===== src/hdl/rv_pkg.sv =====
package rv_pkg;

    // **************************************************
    // Widths and fixed encodings
    // **************************************************
    localparam int xlen       = 32;
    localparam int reg_addr_w = 5;

    localparam logic [xlen-1:0] nop_instr = 32'h0000_0013; // addi x0, x0, 0.

    localparam logic [6:0] op_reg    = 7'b0110011;
    localparam logic [6:0] op_imm    = 7'b0010011;
    localparam logic [6:0] op_load   = 7'b0000011;
    localparam logic [6:0] op_store  = 7'b0100011;
    localparam logic [6:0] op_branch = 7'b1100011;

    localparam logic [2:0] f3_add  = 3'b000; // Shared by add, sub and addi.
    localparam logic [2:0] f3_slt  = 3'b010;
    localparam logic [2:0] f3_sltu = 3'b011;
    localparam logic [2:0] f3_xor  = 3'b100;
    localparam logic [2:0] f3_or   = 3'b110;
    localparam logic [2:0] f3_and  = 3'b111;
    localparam logic [2:0] f3_lw   = 3'b010;
    localparam logic [2:0] f3_sw   = 3'b010;
    localparam logic [2:0] f3_beq  = 3'b000;
    localparam logic [2:0] f3_bne  = 3'b001;

    localparam logic [6:0] f7_sub = 7'b0100000;

    typedef enum logic [3:0] {
        alu_add,
        alu_sub,
        alu_and,
        alu_or,
        alu_xor,
        alu_slt,
        alu_sltu
    } alu_op_e;

    typedef enum logic [1:0] {
        pipe_run,
        pipe_pause,
        pipe_flush
    } pipe_ctrl_e;

    typedef enum logic [1:0] {
        fwd_none,
        fwd_mem,
        fwd_wb
    } fwd_sel_e;

    // One instruction word, seen through each encoding format.
    typedef union packed {
        struct packed {
            logic [6:0]            funct7;
            logic [reg_addr_w-1:0] rs2;
            logic [reg_addr_w-1:0] rs1;
            logic [2:0]            funct3;
            logic [reg_addr_w-1:0] rd;
            logic [6:0]            opcode;
        } r;
        struct packed {
            logic [11:0]           imm;
            logic [reg_addr_w-1:0] rs1;
            logic [2:0]            funct3;
            logic [reg_addr_w-1:0] rd;
            logic [6:0]            opcode;
        } i;
        struct packed {
            logic [6:0]            imm_hi;
            logic [reg_addr_w-1:0] rs2;
            logic [reg_addr_w-1:0] rs1;
            logic [2:0]            funct3;
            logic [4:0]            imm_lo;
            logic [6:0]            opcode;
        } s;
        struct packed {
            logic                  imm_12;
            logic [5:0]            imm_10_5;
            logic [reg_addr_w-1:0] rs2;
            logic [reg_addr_w-1:0] rs1;
            logic [2:0]            funct3;
            logic [3:0]            imm_4_1;
            logic                  imm_11;
            logic [6:0]            opcode;
        } b;
    } instr_u;

endpackage


===== src/hdl/hazard_if.sv =====
`timescale 1ns/1ns

interface hazard_if import rv_pkg::*; ();

    logic [reg_addr_w-1:0] id_rs1;
    logic [reg_addr_w-1:0] id_rs2;
    logic [reg_addr_w-1:0] ex_rs1;
    logic [reg_addr_w-1:0] ex_rs2;
    logic [reg_addr_w-1:0] ex_rd;
    logic                  ex_mem_read;
    logic [reg_addr_w-1:0] mem_rd;
    logic                  mem_reg_write;
    logic [reg_addr_w-1:0] wb_rd;
    logic                  wb_reg_write;
    logic                  branch_taken;

    fwd_sel_e   fwd_a;
    fwd_sel_e   fwd_b;
    pipe_ctrl_e pc_ctrl;
    pipe_ctrl_e if_id_ctrl;
    pipe_ctrl_e id_ex_ctrl;
    pipe_ctrl_e ex_mem_ctrl;
    pipe_ctrl_e mem_wb_ctrl;

    modport datapath (
        output id_rs1, id_rs2, ex_rs1, ex_rs2, ex_rd, ex_mem_read,
        output mem_rd, mem_reg_write, wb_rd, wb_reg_write, branch_taken,
        input  fwd_a, fwd_b, pc_ctrl, if_id_ctrl, id_ex_ctrl, ex_mem_ctrl, mem_wb_ctrl
    );

    modport hazard (
        input  id_rs1, id_rs2, ex_rs1, ex_rs2, ex_rd, ex_mem_read,
        input  mem_rd, mem_reg_write, wb_rd, wb_reg_write, branch_taken,
        output fwd_a, fwd_b, pc_ctrl, if_id_ctrl, id_ex_ctrl, ex_mem_ctrl, mem_wb_ctrl
    );

endinterface


===== src/hdl/instr_decoder.sv =====
`timescale 1ns/1ns

module instr_decoder import rv_pkg::*; (
    input  instr_u                instr,
    output logic [reg_addr_w-1:0] rs1,
    output logic [reg_addr_w-1:0] rs2,
    output logic [reg_addr_w-1:0] rd,
    output logic [xlen-1:0]       imm,
    output alu_op_e               alu_op,
    output logic                  alu_b_imm,
    output logic                  reg_write,
    output logic                  mem_read,
    output logic                  mem_write,
    output logic                  branch,
    output logic                  branch_ne
);

    logic [xlen-1:0] imm_i;
    logic [xlen-1:0] imm_s;
    logic [xlen-1:0] imm_b;

    assign imm_i = {{(xlen-12){instr.i.imm[11]}}, instr.i.imm};
    assign imm_s = {{(xlen-12){instr.s.imm_hi[6]}}, instr.s.imm_hi, instr.s.imm_lo};
    assign imm_b = {{(xlen-12){instr.b.imm_12}}, instr.b.imm_11, instr.b.imm_10_5,
                    instr.b.imm_4_1, 1'b0};

    always_comb begin
        rs1       = '0;
        rs2       = '0;
        rd        = '0;
        imm       = '0;
        alu_op    = alu_add;
        alu_b_imm = 1'b0;
        reg_write = 1'b0;
        mem_read  = 1'b0;
        mem_write = 1'b0;
        branch    = 1'b0;
        branch_ne = 1'b0;
        case (instr.r.opcode)
            op_reg: begin
                rs1       = instr.r.rs1;
                rs2       = instr.r.rs2;
                rd        = instr.r.rd;
                reg_write = 1'b1;
                case (instr.r.funct3)
                    f3_add:  alu_op = (instr.r.funct7 == f7_sub) ? alu_sub : alu_add;
                    f3_and:  alu_op = alu_and;
                    f3_or:   alu_op = alu_or;
                    f3_xor:  alu_op = alu_xor;
                    f3_slt:  alu_op = alu_slt;
                    f3_sltu: alu_op = alu_sltu;
                    default: reg_write = 1'b0; // Unsupported, behaves as a no-op.
                endcase
            end
            op_imm: begin
                rs1       = instr.i.rs1;
                rd        = instr.i.rd;
                imm       = imm_i;
                alu_b_imm = 1'b1;
                reg_write = 1'b1;
                case (instr.i.funct3)
                    f3_add:  alu_op = alu_add;
                    f3_and:  alu_op = alu_and;
                    f3_or:   alu_op = alu_or;
                    f3_xor:  alu_op = alu_xor;
                    f3_slt:  alu_op = alu_slt;
                    default: reg_write = 1'b0;
                endcase
            end
            op_load: begin
                if (instr.i.funct3 == f3_lw) begin
                    rs1       = instr.i.rs1;
                    rd        = instr.i.rd;
                    imm       = imm_i;
                    alu_b_imm = 1'b1;
                    reg_write = 1'b1;
                    mem_read  = 1'b1;
                end
            end
            op_store: begin
                if (instr.s.funct3 == f3_sw) begin
                    rs1       = instr.s.rs1;
                    rs2       = instr.s.rs2;
                    imm       = imm_s;
                    alu_b_imm = 1'b1;
                    mem_write = 1'b1;
                end
            end
            op_branch: begin
                rs1    = instr.b.rs1;
                rs2    = instr.b.rs2;
                imm    = imm_b;
                alu_op = alu_sub; // Compare through the zero flag.
                case (instr.b.funct3)
                    f3_beq:  branch = 1'b1;
                    f3_bne: begin
                        branch    = 1'b1;
                        branch_ne = 1'b1;
                    end
                    default: branch = 1'b0;
                endcase
            end
            default: ;
        endcase
    end

endmodule


===== src/hdl/reg_file.sv =====
`timescale 1ns/1ns

module reg_file import rv_pkg::*; (
    input  logic                  clk,
    input  logic                  rst_n,
    input  logic [reg_addr_w-1:0] rs1,
    input  logic [reg_addr_w-1:0] rs2,
    input  logic [reg_addr_w-1:0] rd,
    input  logic [xlen-1:0]       wdata,
    input  logic                  we,
    output logic [xlen-1:0]       rdata1,
    output logic [xlen-1:0]       rdata2
);

    logic [xlen-1:0] regs [1:2**reg_addr_w-1]; // No storage for x0.

    always_ff @(posedge clk) begin
        if (!rst_n) begin
            for (int i = 1; i < 2**reg_addr_w; i++) begin
                regs[i] <= '0;
            end
        end else if (we && rd != '0) begin
            regs[rd] <= wdata;
        end
    end

    // Same-cycle write is seen by the reader.
    assign rdata1 = (rs1 == '0) ? '0 : (we && rs1 == rd) ? wdata : regs[rs1];
    assign rdata2 = (rs2 == '0) ? '0 : (we && rs2 == rd) ? wdata : regs[rs2];

endmodule


===== src/hdl/alu.sv =====
`timescale 1ns/1ns

module alu import rv_pkg::*; (
    input  logic [xlen-1:0] a,
    input  logic [xlen-1:0] b,
    input  alu_op_e         op,
    output logic [xlen-1:0] result,
    output logic            zero
);

    always_comb begin
        case (op)
            alu_add:  result = a + b;
            alu_sub:  result = a - b;
            alu_and:  result = a & b;
            alu_or:   result = a | b;
            alu_xor:  result = a ^ b;
            alu_slt:  result = xlen'($signed(a) < $signed(b));
            alu_sltu: result = xlen'(a < b);
            default:  result = '0;
        endcase
    end

    assign zero = (result == '0); // Equal operands under alu_sub.

endmodule


===== src/hdl/hazard_unit.sv =====
`timescale 1ns/1ns

module hazard_unit import rv_pkg::*; (
    hazard_if.hazard hz
);

    logic stall;

    function automatic fwd_sel_e pick_fwd(
        input logic [reg_addr_w-1:0] rs,
        input logic [reg_addr_w-1:0] mem_rd,
        input logic                  mem_we,
        input logic [reg_addr_w-1:0] wb_rd,
        input logic                  wb_we
    );
        if (mem_we && mem_rd != '0 && mem_rd == rs) begin
            pick_fwd = fwd_mem; // Youngest result wins.
        end else if (wb_we && wb_rd != '0 && wb_rd == rs) begin
            pick_fwd = fwd_wb;
        end else begin
            pick_fwd = fwd_none;
        end
    endfunction

    assign hz.fwd_a = pick_fwd(hz.ex_rs1, hz.mem_rd, hz.mem_reg_write, hz.wb_rd, hz.wb_reg_write);
    assign hz.fwd_b = pick_fwd(hz.ex_rs2, hz.mem_rd, hz.mem_reg_write, hz.wb_rd, hz.wb_reg_write);

    // Load in execute feeds the instruction in decode.
    assign stall = hz.ex_mem_read && (hz.ex_rd != '0)
                   && (hz.ex_rd == hz.id_rs1 || hz.ex_rd == hz.id_rs2);

    always_comb begin
        hz.pc_ctrl     = pipe_run;
        hz.if_id_ctrl  = pipe_run;
        hz.id_ex_ctrl  = pipe_run;
        hz.ex_mem_ctrl = pipe_run;
        hz.mem_wb_ctrl = pipe_run;
        if (hz.branch_taken) begin
            hz.pc_ctrl     = pipe_flush; // PC loads the branch target.
            hz.if_id_ctrl  = pipe_flush;
            hz.id_ex_ctrl  = pipe_flush;
            hz.ex_mem_ctrl = pipe_flush;
        end else if (stall) begin
            hz.pc_ctrl    = pipe_pause;
            hz.if_id_ctrl = pipe_pause;
            hz.id_ex_ctrl = pipe_flush; // Bubble into execute.
        end
    end

endmodule


===== src/hdl/rv_pipeline.sv =====
`timescale 1ns/1ns

module rv_pipeline import rv_pkg::*; (
    input  logic            clk,
    input  logic            rst_n,
    output logic [xlen-1:0] imem_addr,
    input  logic [xlen-1:0] imem_data,
    output logic [xlen-1:0] dmem_addr,
    output logic [xlen-1:0] dmem_wdata,
    output logic            dmem_we,
    input  logic [xlen-1:0] dmem_rdata
);

    hazard_if hz ();

    logic [xlen-1:0] pc;

    logic [xlen-1:0]       id_pc;
    instr_u                id_instr;
    logic [reg_addr_w-1:0] id_rs1, id_rs2, id_rd;
    logic [xlen-1:0]       id_imm, id_rs1_data, id_rs2_data;
    alu_op_e               id_alu_op;
    logic                  id_alu_b_imm, id_reg_write, id_mem_read, id_mem_write;
    logic                  id_branch, id_branch_ne;

    logic [xlen-1:0]       ex_pc, ex_imm, ex_rs1_data, ex_rs2_data;
    logic [reg_addr_w-1:0] ex_rs1, ex_rs2, ex_rd;
    alu_op_e               ex_alu_op;
    logic                  ex_alu_b_imm, ex_reg_write, ex_mem_read, ex_mem_write;
    logic                  ex_branch, ex_branch_ne;
    logic [xlen-1:0]       ex_op_a, ex_op_b, ex_alu_b, ex_alu_result, ex_br_target;
    logic                  ex_zero;

    logic [xlen-1:0]       mem_alu_result, mem_store_data, mem_br_target;
    logic [reg_addr_w-1:0] mem_rd;
    logic                  mem_zero, mem_reg_write, mem_load, mem_store;
    logic                  mem_branch, mem_branch_ne;

    logic [xlen-1:0]       wb_alu_result, wb_load_data, wb_data;
    logic [reg_addr_w-1:0] wb_rd;
    logic                  wb_reg_write, wb_load;

    function automatic logic [xlen-1:0] fwd_mux(
        input fwd_sel_e        sel,
        input logic [xlen-1:0] reg_val,
        input logic [xlen-1:0] mem_val,
        input logic [xlen-1:0] wb_val
    );
        case (sel)
            fwd_mem: fwd_mux = mem_val;
            fwd_wb:  fwd_mux = wb_val;
            default: fwd_mux = reg_val;
        endcase
    endfunction

    assign hz.id_rs1        = id_rs1;
    assign hz.id_rs2        = id_rs2;
    assign hz.ex_rs1        = ex_rs1;
    assign hz.ex_rs2        = ex_rs2;
    assign hz.ex_rd         = ex_rd;
    assign hz.ex_mem_read   = ex_mem_read;
    assign hz.mem_rd        = mem_rd;
    assign hz.mem_reg_write = mem_reg_write;
    assign hz.wb_rd         = wb_rd;
    assign hz.wb_reg_write  = wb_reg_write;

    hazard_unit u_hazard (
        .hz (hz)
    );

    // **************************************************
    // Fetch
    // **************************************************
    always_ff @(posedge clk) begin
        if (!rst_n) begin
            pc <= '0;
        end else begin
            case (hz.pc_ctrl)
                pipe_run:   pc <= pc + xlen'(4);
                pipe_flush: pc <= mem_br_target; // Redirect on taken branch.
                default:    pc <= pc;
            endcase
        end
    end

    assign imem_addr = pc;

    always_ff @(posedge clk) begin
        if (!rst_n || hz.if_id_ctrl == pipe_flush) begin
            id_instr <= nop_instr;
        end else if (hz.if_id_ctrl == pipe_run) begin
            id_instr <= imem_data;
            id_pc    <= pc;
        end
    end

    // **************************************************
    // Decode
    // **************************************************
    instr_decoder u_decoder (
        .instr     (id_instr),
        .rs1       (id_rs1),
        .rs2       (id_rs2),
        .rd        (id_rd),
        .imm       (id_imm),
        .alu_op    (id_alu_op),
        .alu_b_imm (id_alu_b_imm),
        .reg_write (id_reg_write),
        .mem_read  (id_mem_read),
        .mem_write (id_mem_write),
        .branch    (id_branch),
        .branch_ne (id_branch_ne)
    );

    reg_file u_regs (
        .clk    (clk),
        .rst_n  (rst_n),
        .rs1    (id_rs1),
        .rs2    (id_rs2),
        .rd     (wb_rd),
        .wdata  (wb_data),
        .we     (wb_reg_write),
        .rdata1 (id_rs1_data),
        .rdata2 (id_rs2_data)
    );

    always_ff @(posedge clk) begin
        if (!rst_n || hz.id_ex_ctrl == pipe_flush) begin
            ex_reg_write <= 1'b0;
            ex_mem_read  <= 1'b0;
            ex_mem_write <= 1'b0;
            ex_branch    <= 1'b0;
        end else if (hz.id_ex_ctrl == pipe_run) begin
            ex_reg_write <= id_reg_write;
            ex_mem_read  <= id_mem_read;
            ex_mem_write <= id_mem_write;
            ex_branch    <= id_branch;
            ex_branch_ne <= id_branch_ne;
            ex_alu_op    <= id_alu_op;
            ex_alu_b_imm <= id_alu_b_imm;
            ex_pc        <= id_pc;
            ex_imm       <= id_imm;
            ex_rs1_data  <= id_rs1_data;
            ex_rs2_data  <= id_rs2_data;
            ex_rs1       <= id_rs1;
            ex_rs2       <= id_rs2;
            ex_rd        <= id_rd;
        end
    end

    // **************************************************
    // Execute
    // **************************************************
    assign ex_op_a      = fwd_mux(hz.fwd_a, ex_rs1_data, mem_alu_result, wb_data);
    assign ex_op_b      = fwd_mux(hz.fwd_b, ex_rs2_data, mem_alu_result, wb_data);
    assign ex_alu_b     = ex_alu_b_imm ? ex_imm : ex_op_b;
    assign ex_br_target = ex_pc + ex_imm;

    alu u_alu (
        .a      (ex_op_a),
        .b      (ex_alu_b),
        .op     (ex_alu_op),
        .result (ex_alu_result),
        .zero   (ex_zero)
    );

    always_ff @(posedge clk) begin
        if (!rst_n || hz.ex_mem_ctrl == pipe_flush) begin
            mem_reg_write <= 1'b0;
            mem_load      <= 1'b0;
            mem_store     <= 1'b0;
            mem_branch    <= 1'b0;
        end else if (hz.ex_mem_ctrl == pipe_run) begin
            mem_reg_write  <= ex_reg_write;
            mem_load       <= ex_mem_read;
            mem_store      <= ex_mem_write;
            mem_branch     <= ex_branch;
            mem_branch_ne  <= ex_branch_ne;
            mem_alu_result <= ex_alu_result;
            mem_store_data <= ex_op_b; // Forwarded rs2.
            mem_br_target  <= ex_br_target;
            mem_zero       <= ex_zero;
            mem_rd         <= ex_rd;
        end
    end

    // **************************************************
    // Memory
    // **************************************************
    assign hz.branch_taken = mem_branch && (mem_zero ^ mem_branch_ne);

    assign dmem_addr  = mem_alu_result;
    assign dmem_wdata = mem_store_data;
    assign dmem_we    = mem_store;

    always_ff @(posedge clk) begin
        if (!rst_n || hz.mem_wb_ctrl == pipe_flush) begin
            wb_reg_write <= 1'b0;
            wb_load      <= 1'b0;
        end else if (hz.mem_wb_ctrl == pipe_run) begin
            wb_reg_write  <= mem_reg_write;
            wb_load       <= mem_load;
            wb_rd         <= mem_rd;
            wb_alu_result <= mem_alu_result;
            wb_load_data  <= dmem_rdata;
        end
    end

    // Writeback.
    assign wb_data = wb_load ? wb_load_data : wb_alu_result;

endmodule


===== config.mk =====
export PLATFORM = sky130hd
export DESIGN_NAME = rv_pipeline
export DESIGN_NICKNAME = d
export VERILOG_FILES = /design/src/hdl/rv_pkg.sv /design/src/hdl/hazard_if.sv /design/src/hdl/instr_decoder.sv /design/src/hdl/reg_file.sv /design/src/hdl/alu.sv /design/src/hdl/hazard_unit.sv /design/src/hdl/rv_pipeline.sv
export SDC_FILE = /design/constraint.sdc
export NUM_CORES = 2
export LEC_CHECK = 0
export ABC_AREA = 0
export BUFFER_PORTS_ARGS = -buffer_cell sky130_fd_sc_hd__buf_4
export CORE_MARGIN = 2
export CORE_UTILIZATION = 60
export DETAILED_ROUTE_END_ITERATION = 8
export PLACE_DENSITY_LB_ADDON = 0.08
export SYNTH_ARGS = -nofsm -noshare
export SYNTH_HDL_FRONTEND = slang
export SYNTH_SLANG_ARGS = --single-unit

===== constraint.sdc =====
create_clock -name clk -period 13.24 [get_ports clk]
set_clock_uncertainty 0.15 [all_clocks]
set_input_delay 0 -clock clk [delete_from_list [all_inputs] [get_ports clk]]
set_output_delay 0 -clock clk [all_outputs]
set_load 0.03 [all_outputs]

==> flow_metrics.py <==
metrics = {
    "status": {
        "status": "finished, violations left",
        "violations": "DRC, capacitance limit, slew limit",
    },
    "worst_setup_path": {
        "arrival_ps": 7400,
        "cp_slowest_cell": "edfxtp_1",
        "cp_data_required_time_ps": 13760,
        "cp-start-kind": "register",
        "timing_worst_setup_path_type": "reg -> reg",
        "cp_cell_sequence": "or3_1 > o31ai_1 > nor4_2 > buf_4 > o21ai_0 > o21ai_0 > mux2_2 > ha_1 > fa_1 > inv_1 > mux4_2 > a211o_1 > a22oi_1 > o211ai_1 > or4_1 > nor4_1 > nor4bb_1 > nand4bb_1 > nor4_1 > nand4_1 > nor4_2",
        "crit_fanout": 64,
        "crit_path_end_kind": "register",
        "slowest_delay_ps": 600,
    },
    "pwr": {
        "irDropWorstVdd_uv": 126,
        "p_per_area_mw_per_mm2": 130,
        "leakage_nw": 31.0,
    },
    "synthesis": {
        "synthArstFlopShare": 0,
        "synth_simple_gate_area_frac": 0.132,
        "postSynthCellCount": 7413,
        "yosys_warnings": 0,
        "synth.ff_latch_count": 1431,
        "synth_top_family_by_area": "compound AO/OA/AOI/OAI gates",
        "synth_mux_area_frac": 0.0763,
        "synth_cell_types": 106,
        "avgSynthCellArea_sq_um": 10.3,
        "synth_adder_area_share": 0.0221,
        "synth_compound_area_frac": 0.161,
        "synthXorXnorAreaFrac": 0.0116,
        "yosysMostFrequentCell": "edfxtp_1",
        "synth-edff-count": 1357,
        "syn-cell-area_sq_mm": 0.0763,
        "yosys-top-cells-area": "edfxtp_1, nor2_1, mux2i_1, nand2_1, a21oi_1",
        "synth_top_area_frac": 0.534,
        "synthTopCellsByCount": "edfxtp_1, nor2_1, nand2_1",
        "synthFlopType": "edfxtp_1",
        "synth_area_leader_cell": "edfxtp_1",
        "synth-seq-area-share": 0.553,
    },
    "placement": {
        "dpl_worst_slack_ps": 6390,
        "hpwl_mm": 176,
        "port_buffers": 162,
        "gp_congestion": 0.965,
        "placed_area_sq_mm": 0.0793,
    },
    "cts": {
        "cts_sinks": 1431,
        "cts-root-buf": "clkbuf_16",
        "clk_latency_ps": 840,
        "cts_setup_buffers": 0,
        "numCtsBuffers": 153,
        "clk_pin_slew_ps": 60,
        "tritoncts": "built",
        "cts.repair.resized": 0,
        "clockBufferDepth": 3,
        "h-tree-depth": 4,
    },
    "floorplanning": {
        "die_h_um": 361,
        "die_width_um": 361,
        "core_sq_mm": 0.126,
        "fp-row-count": 130,
        "initial_utilization": 0.606,
        "ios": 163,
        "dieArea_sq_mm": 0.130,
    },
    "route": {
        "dr.pass1.iters": 9,
        "wl_mm": 299,
        "wire_per_inst_um": 32.4,
        "drc": 2,
        "first_iter_violations": 11400,
        "vias_per_cell": 7.14,
        "antenna_left": 0,
        "vias": 65800,
    },
    "cells_and_area": {
        "layout.nets": 7638,
        "syn2layout_area_growth_pct": 12.2,
        "design_area_sq_mm": 0.0857,
        "drive_above_1_share": 0.120,
        "fill_cells": 9521,
    },
    "sta": {
        "min_period_ps": 6890,
        "slew_viol_final": 2,
        "fin_crit_sh": 0.520,
        "fmax_ghz": 0.145,
        "worstMarginPinSlew_ps": 1620,
        "fin_tns_setup_ps": 0,
        "setup_viol": 0,
        "setup_ws_ps": 6350,
        "finalHoldViolations": 0,
        "max_slew_margin": -0.0801,
        "grt_setup_unrepaired": "false",
    },
    "run": {
        "cap_viol_max_count": 3,
    },
    "global_route": {
        "grt_usage": 0.448,
        "grt_remaining_overflow": 0,
        "grt_max_degree": 118,
        "grt_pass1_wl_mm": 425,
        "grt_pass1_vias": 63000,
        "antenna_found_initial": 15,
    },
    "hold_path": {
        "min_path_type": "in -> reg",
    },
}
-- layout by cell type, fill, tap and decap left out, drive strengths merged, types with 14 or more instances in the layout --
master          n
edfxtp       1357
nor2         1207
nand2         808
a21oi         477
o21ai         393
buf           376
mux2i         350
o22ai         334
a211oi        242
mux2          204
clkbuf        190
nor3          174
inv           173
ha            130
dlygate4sd3   130
o221ai        104
nand3          84
dfxtp          74
a2111oi        72
xnor2          67
clkinv         67
a211o          38
xor2           34
a311oi         34
o21a           33
o211ai         33
conb           32
nor4           24
a21o           22
nor2b          21
o211a          21
or3            21
nand4          20
and3           20
nand2b         18
and2           14
-- worst max-delay path, delay by kind of cell (launching register included) --
kind	cells	cell delay [ps]
and+or+nand+nor	9	2690
AOI/OAI and AO/OA	6	1350
muxes	2	810
adders and majority gates	2	780
DFF	1	600
buffers and inverters	2	330
-- kinds of logic after synthesis --
logic type               count (synthesis)
AO/OA/AOI/OAI                         1901
XOR/XNOR                               101
adder cells (fa/ha/maj)                133
buffers and inverters                  837
flip-flops                            1431
multiplexers                           555
other                                    1
AND/OR/NAND/NOR                       2454
-- per-layer routing --
metal,track usage,part of all wire,routed length (um),vias up
met5,0.00666,0.00093,277,-
met4,0.297,0.077,23000,22
met3,0.152,0.16,46300,1353
met2,0.650,0.42,126000,5720
met1,0.570,0.35,103000,31400
li1,-,-,-,27300
-- state kept, by name (all words and copies together), names as in the netlist, 13 cells and up --
| register | count |
|---|---|
| dmem_wdata | 32 |
| ex_rs1_data | 32 |
| id_instr | 32 |
| dmem_addr | 32 |
| u_regs.regs | 1024 |
| mem_br_target | 32 |
| ex_pc | 32 |
| wb_load_data | 32 |
| id_pc | 32 |
| ex_imm | 13 |
| ex_rs2_data | 32 |
| imem_addr | 32 |
| wb_alu_result | 32 |
-- path summary, 6_finish.rpt --
| check | startpoint | to | slack (ps) | cells after the start |
|---|---|---|---|---|
| setup / recovery | hz.wb_rd[2] | mem_zero | 6350 | 21 |
| hold / removal | rst_n | u_regs.regs[20][12] | 130 | 3 |
| setup reg to reg | hz.wb_rd[2] | mem_zero | 6350 | 21 |
| hold reg to reg | ex_branch_ne | mem_branch_ne | 270 | 0 |
-- power breakdown --
| part | total, mW | switching, mW | internal, mW |
|---|---|---|---|
| clock | 4.35 | 1.91 | 2.45 |
| sequential | 5.33 | 0.164 | 5.17 |
| combinational | 1.44 | 1.00 | 0.441 |
| total | 11.1 | 3.07 | 8.06 |
-- area by class of cell --
class	instances	area (sq um)	share of cell area
clock inverter	85	946	0.0110
inverter	171	677	0.00790
tap	1650	2060	0.0241
antenna	2	5.00	0.0000584
timing repair buffer	506	4220	0.0492
clock buffer	190	4050	0.0473
sequential	1431	42300	0.493
multi-input combinational	5176	31400	0.367
-- what timing repair did --
item | 4_1_cts | 5_1_grt
hold endpoints to repair | 182 | 0
endpoints found under the setup margin | 0 | 0
hold buffers | 130 | 0
-- through the flow --
step	hold WS [ps]	total power, mW	utilization	std cells
after detailed placement	29.5	6.76	0.630	8804
after CTS	96.9	11.0	0.680	9209
final	134	11.1	0.680	9211
after global placement	29.5	6.74	0.630	8804
after global routing	115	11.4	0.680	9209
after floorplan	-51.1	6.20	-	7444
Note: power is estimated with default switching activity, not from simulation.
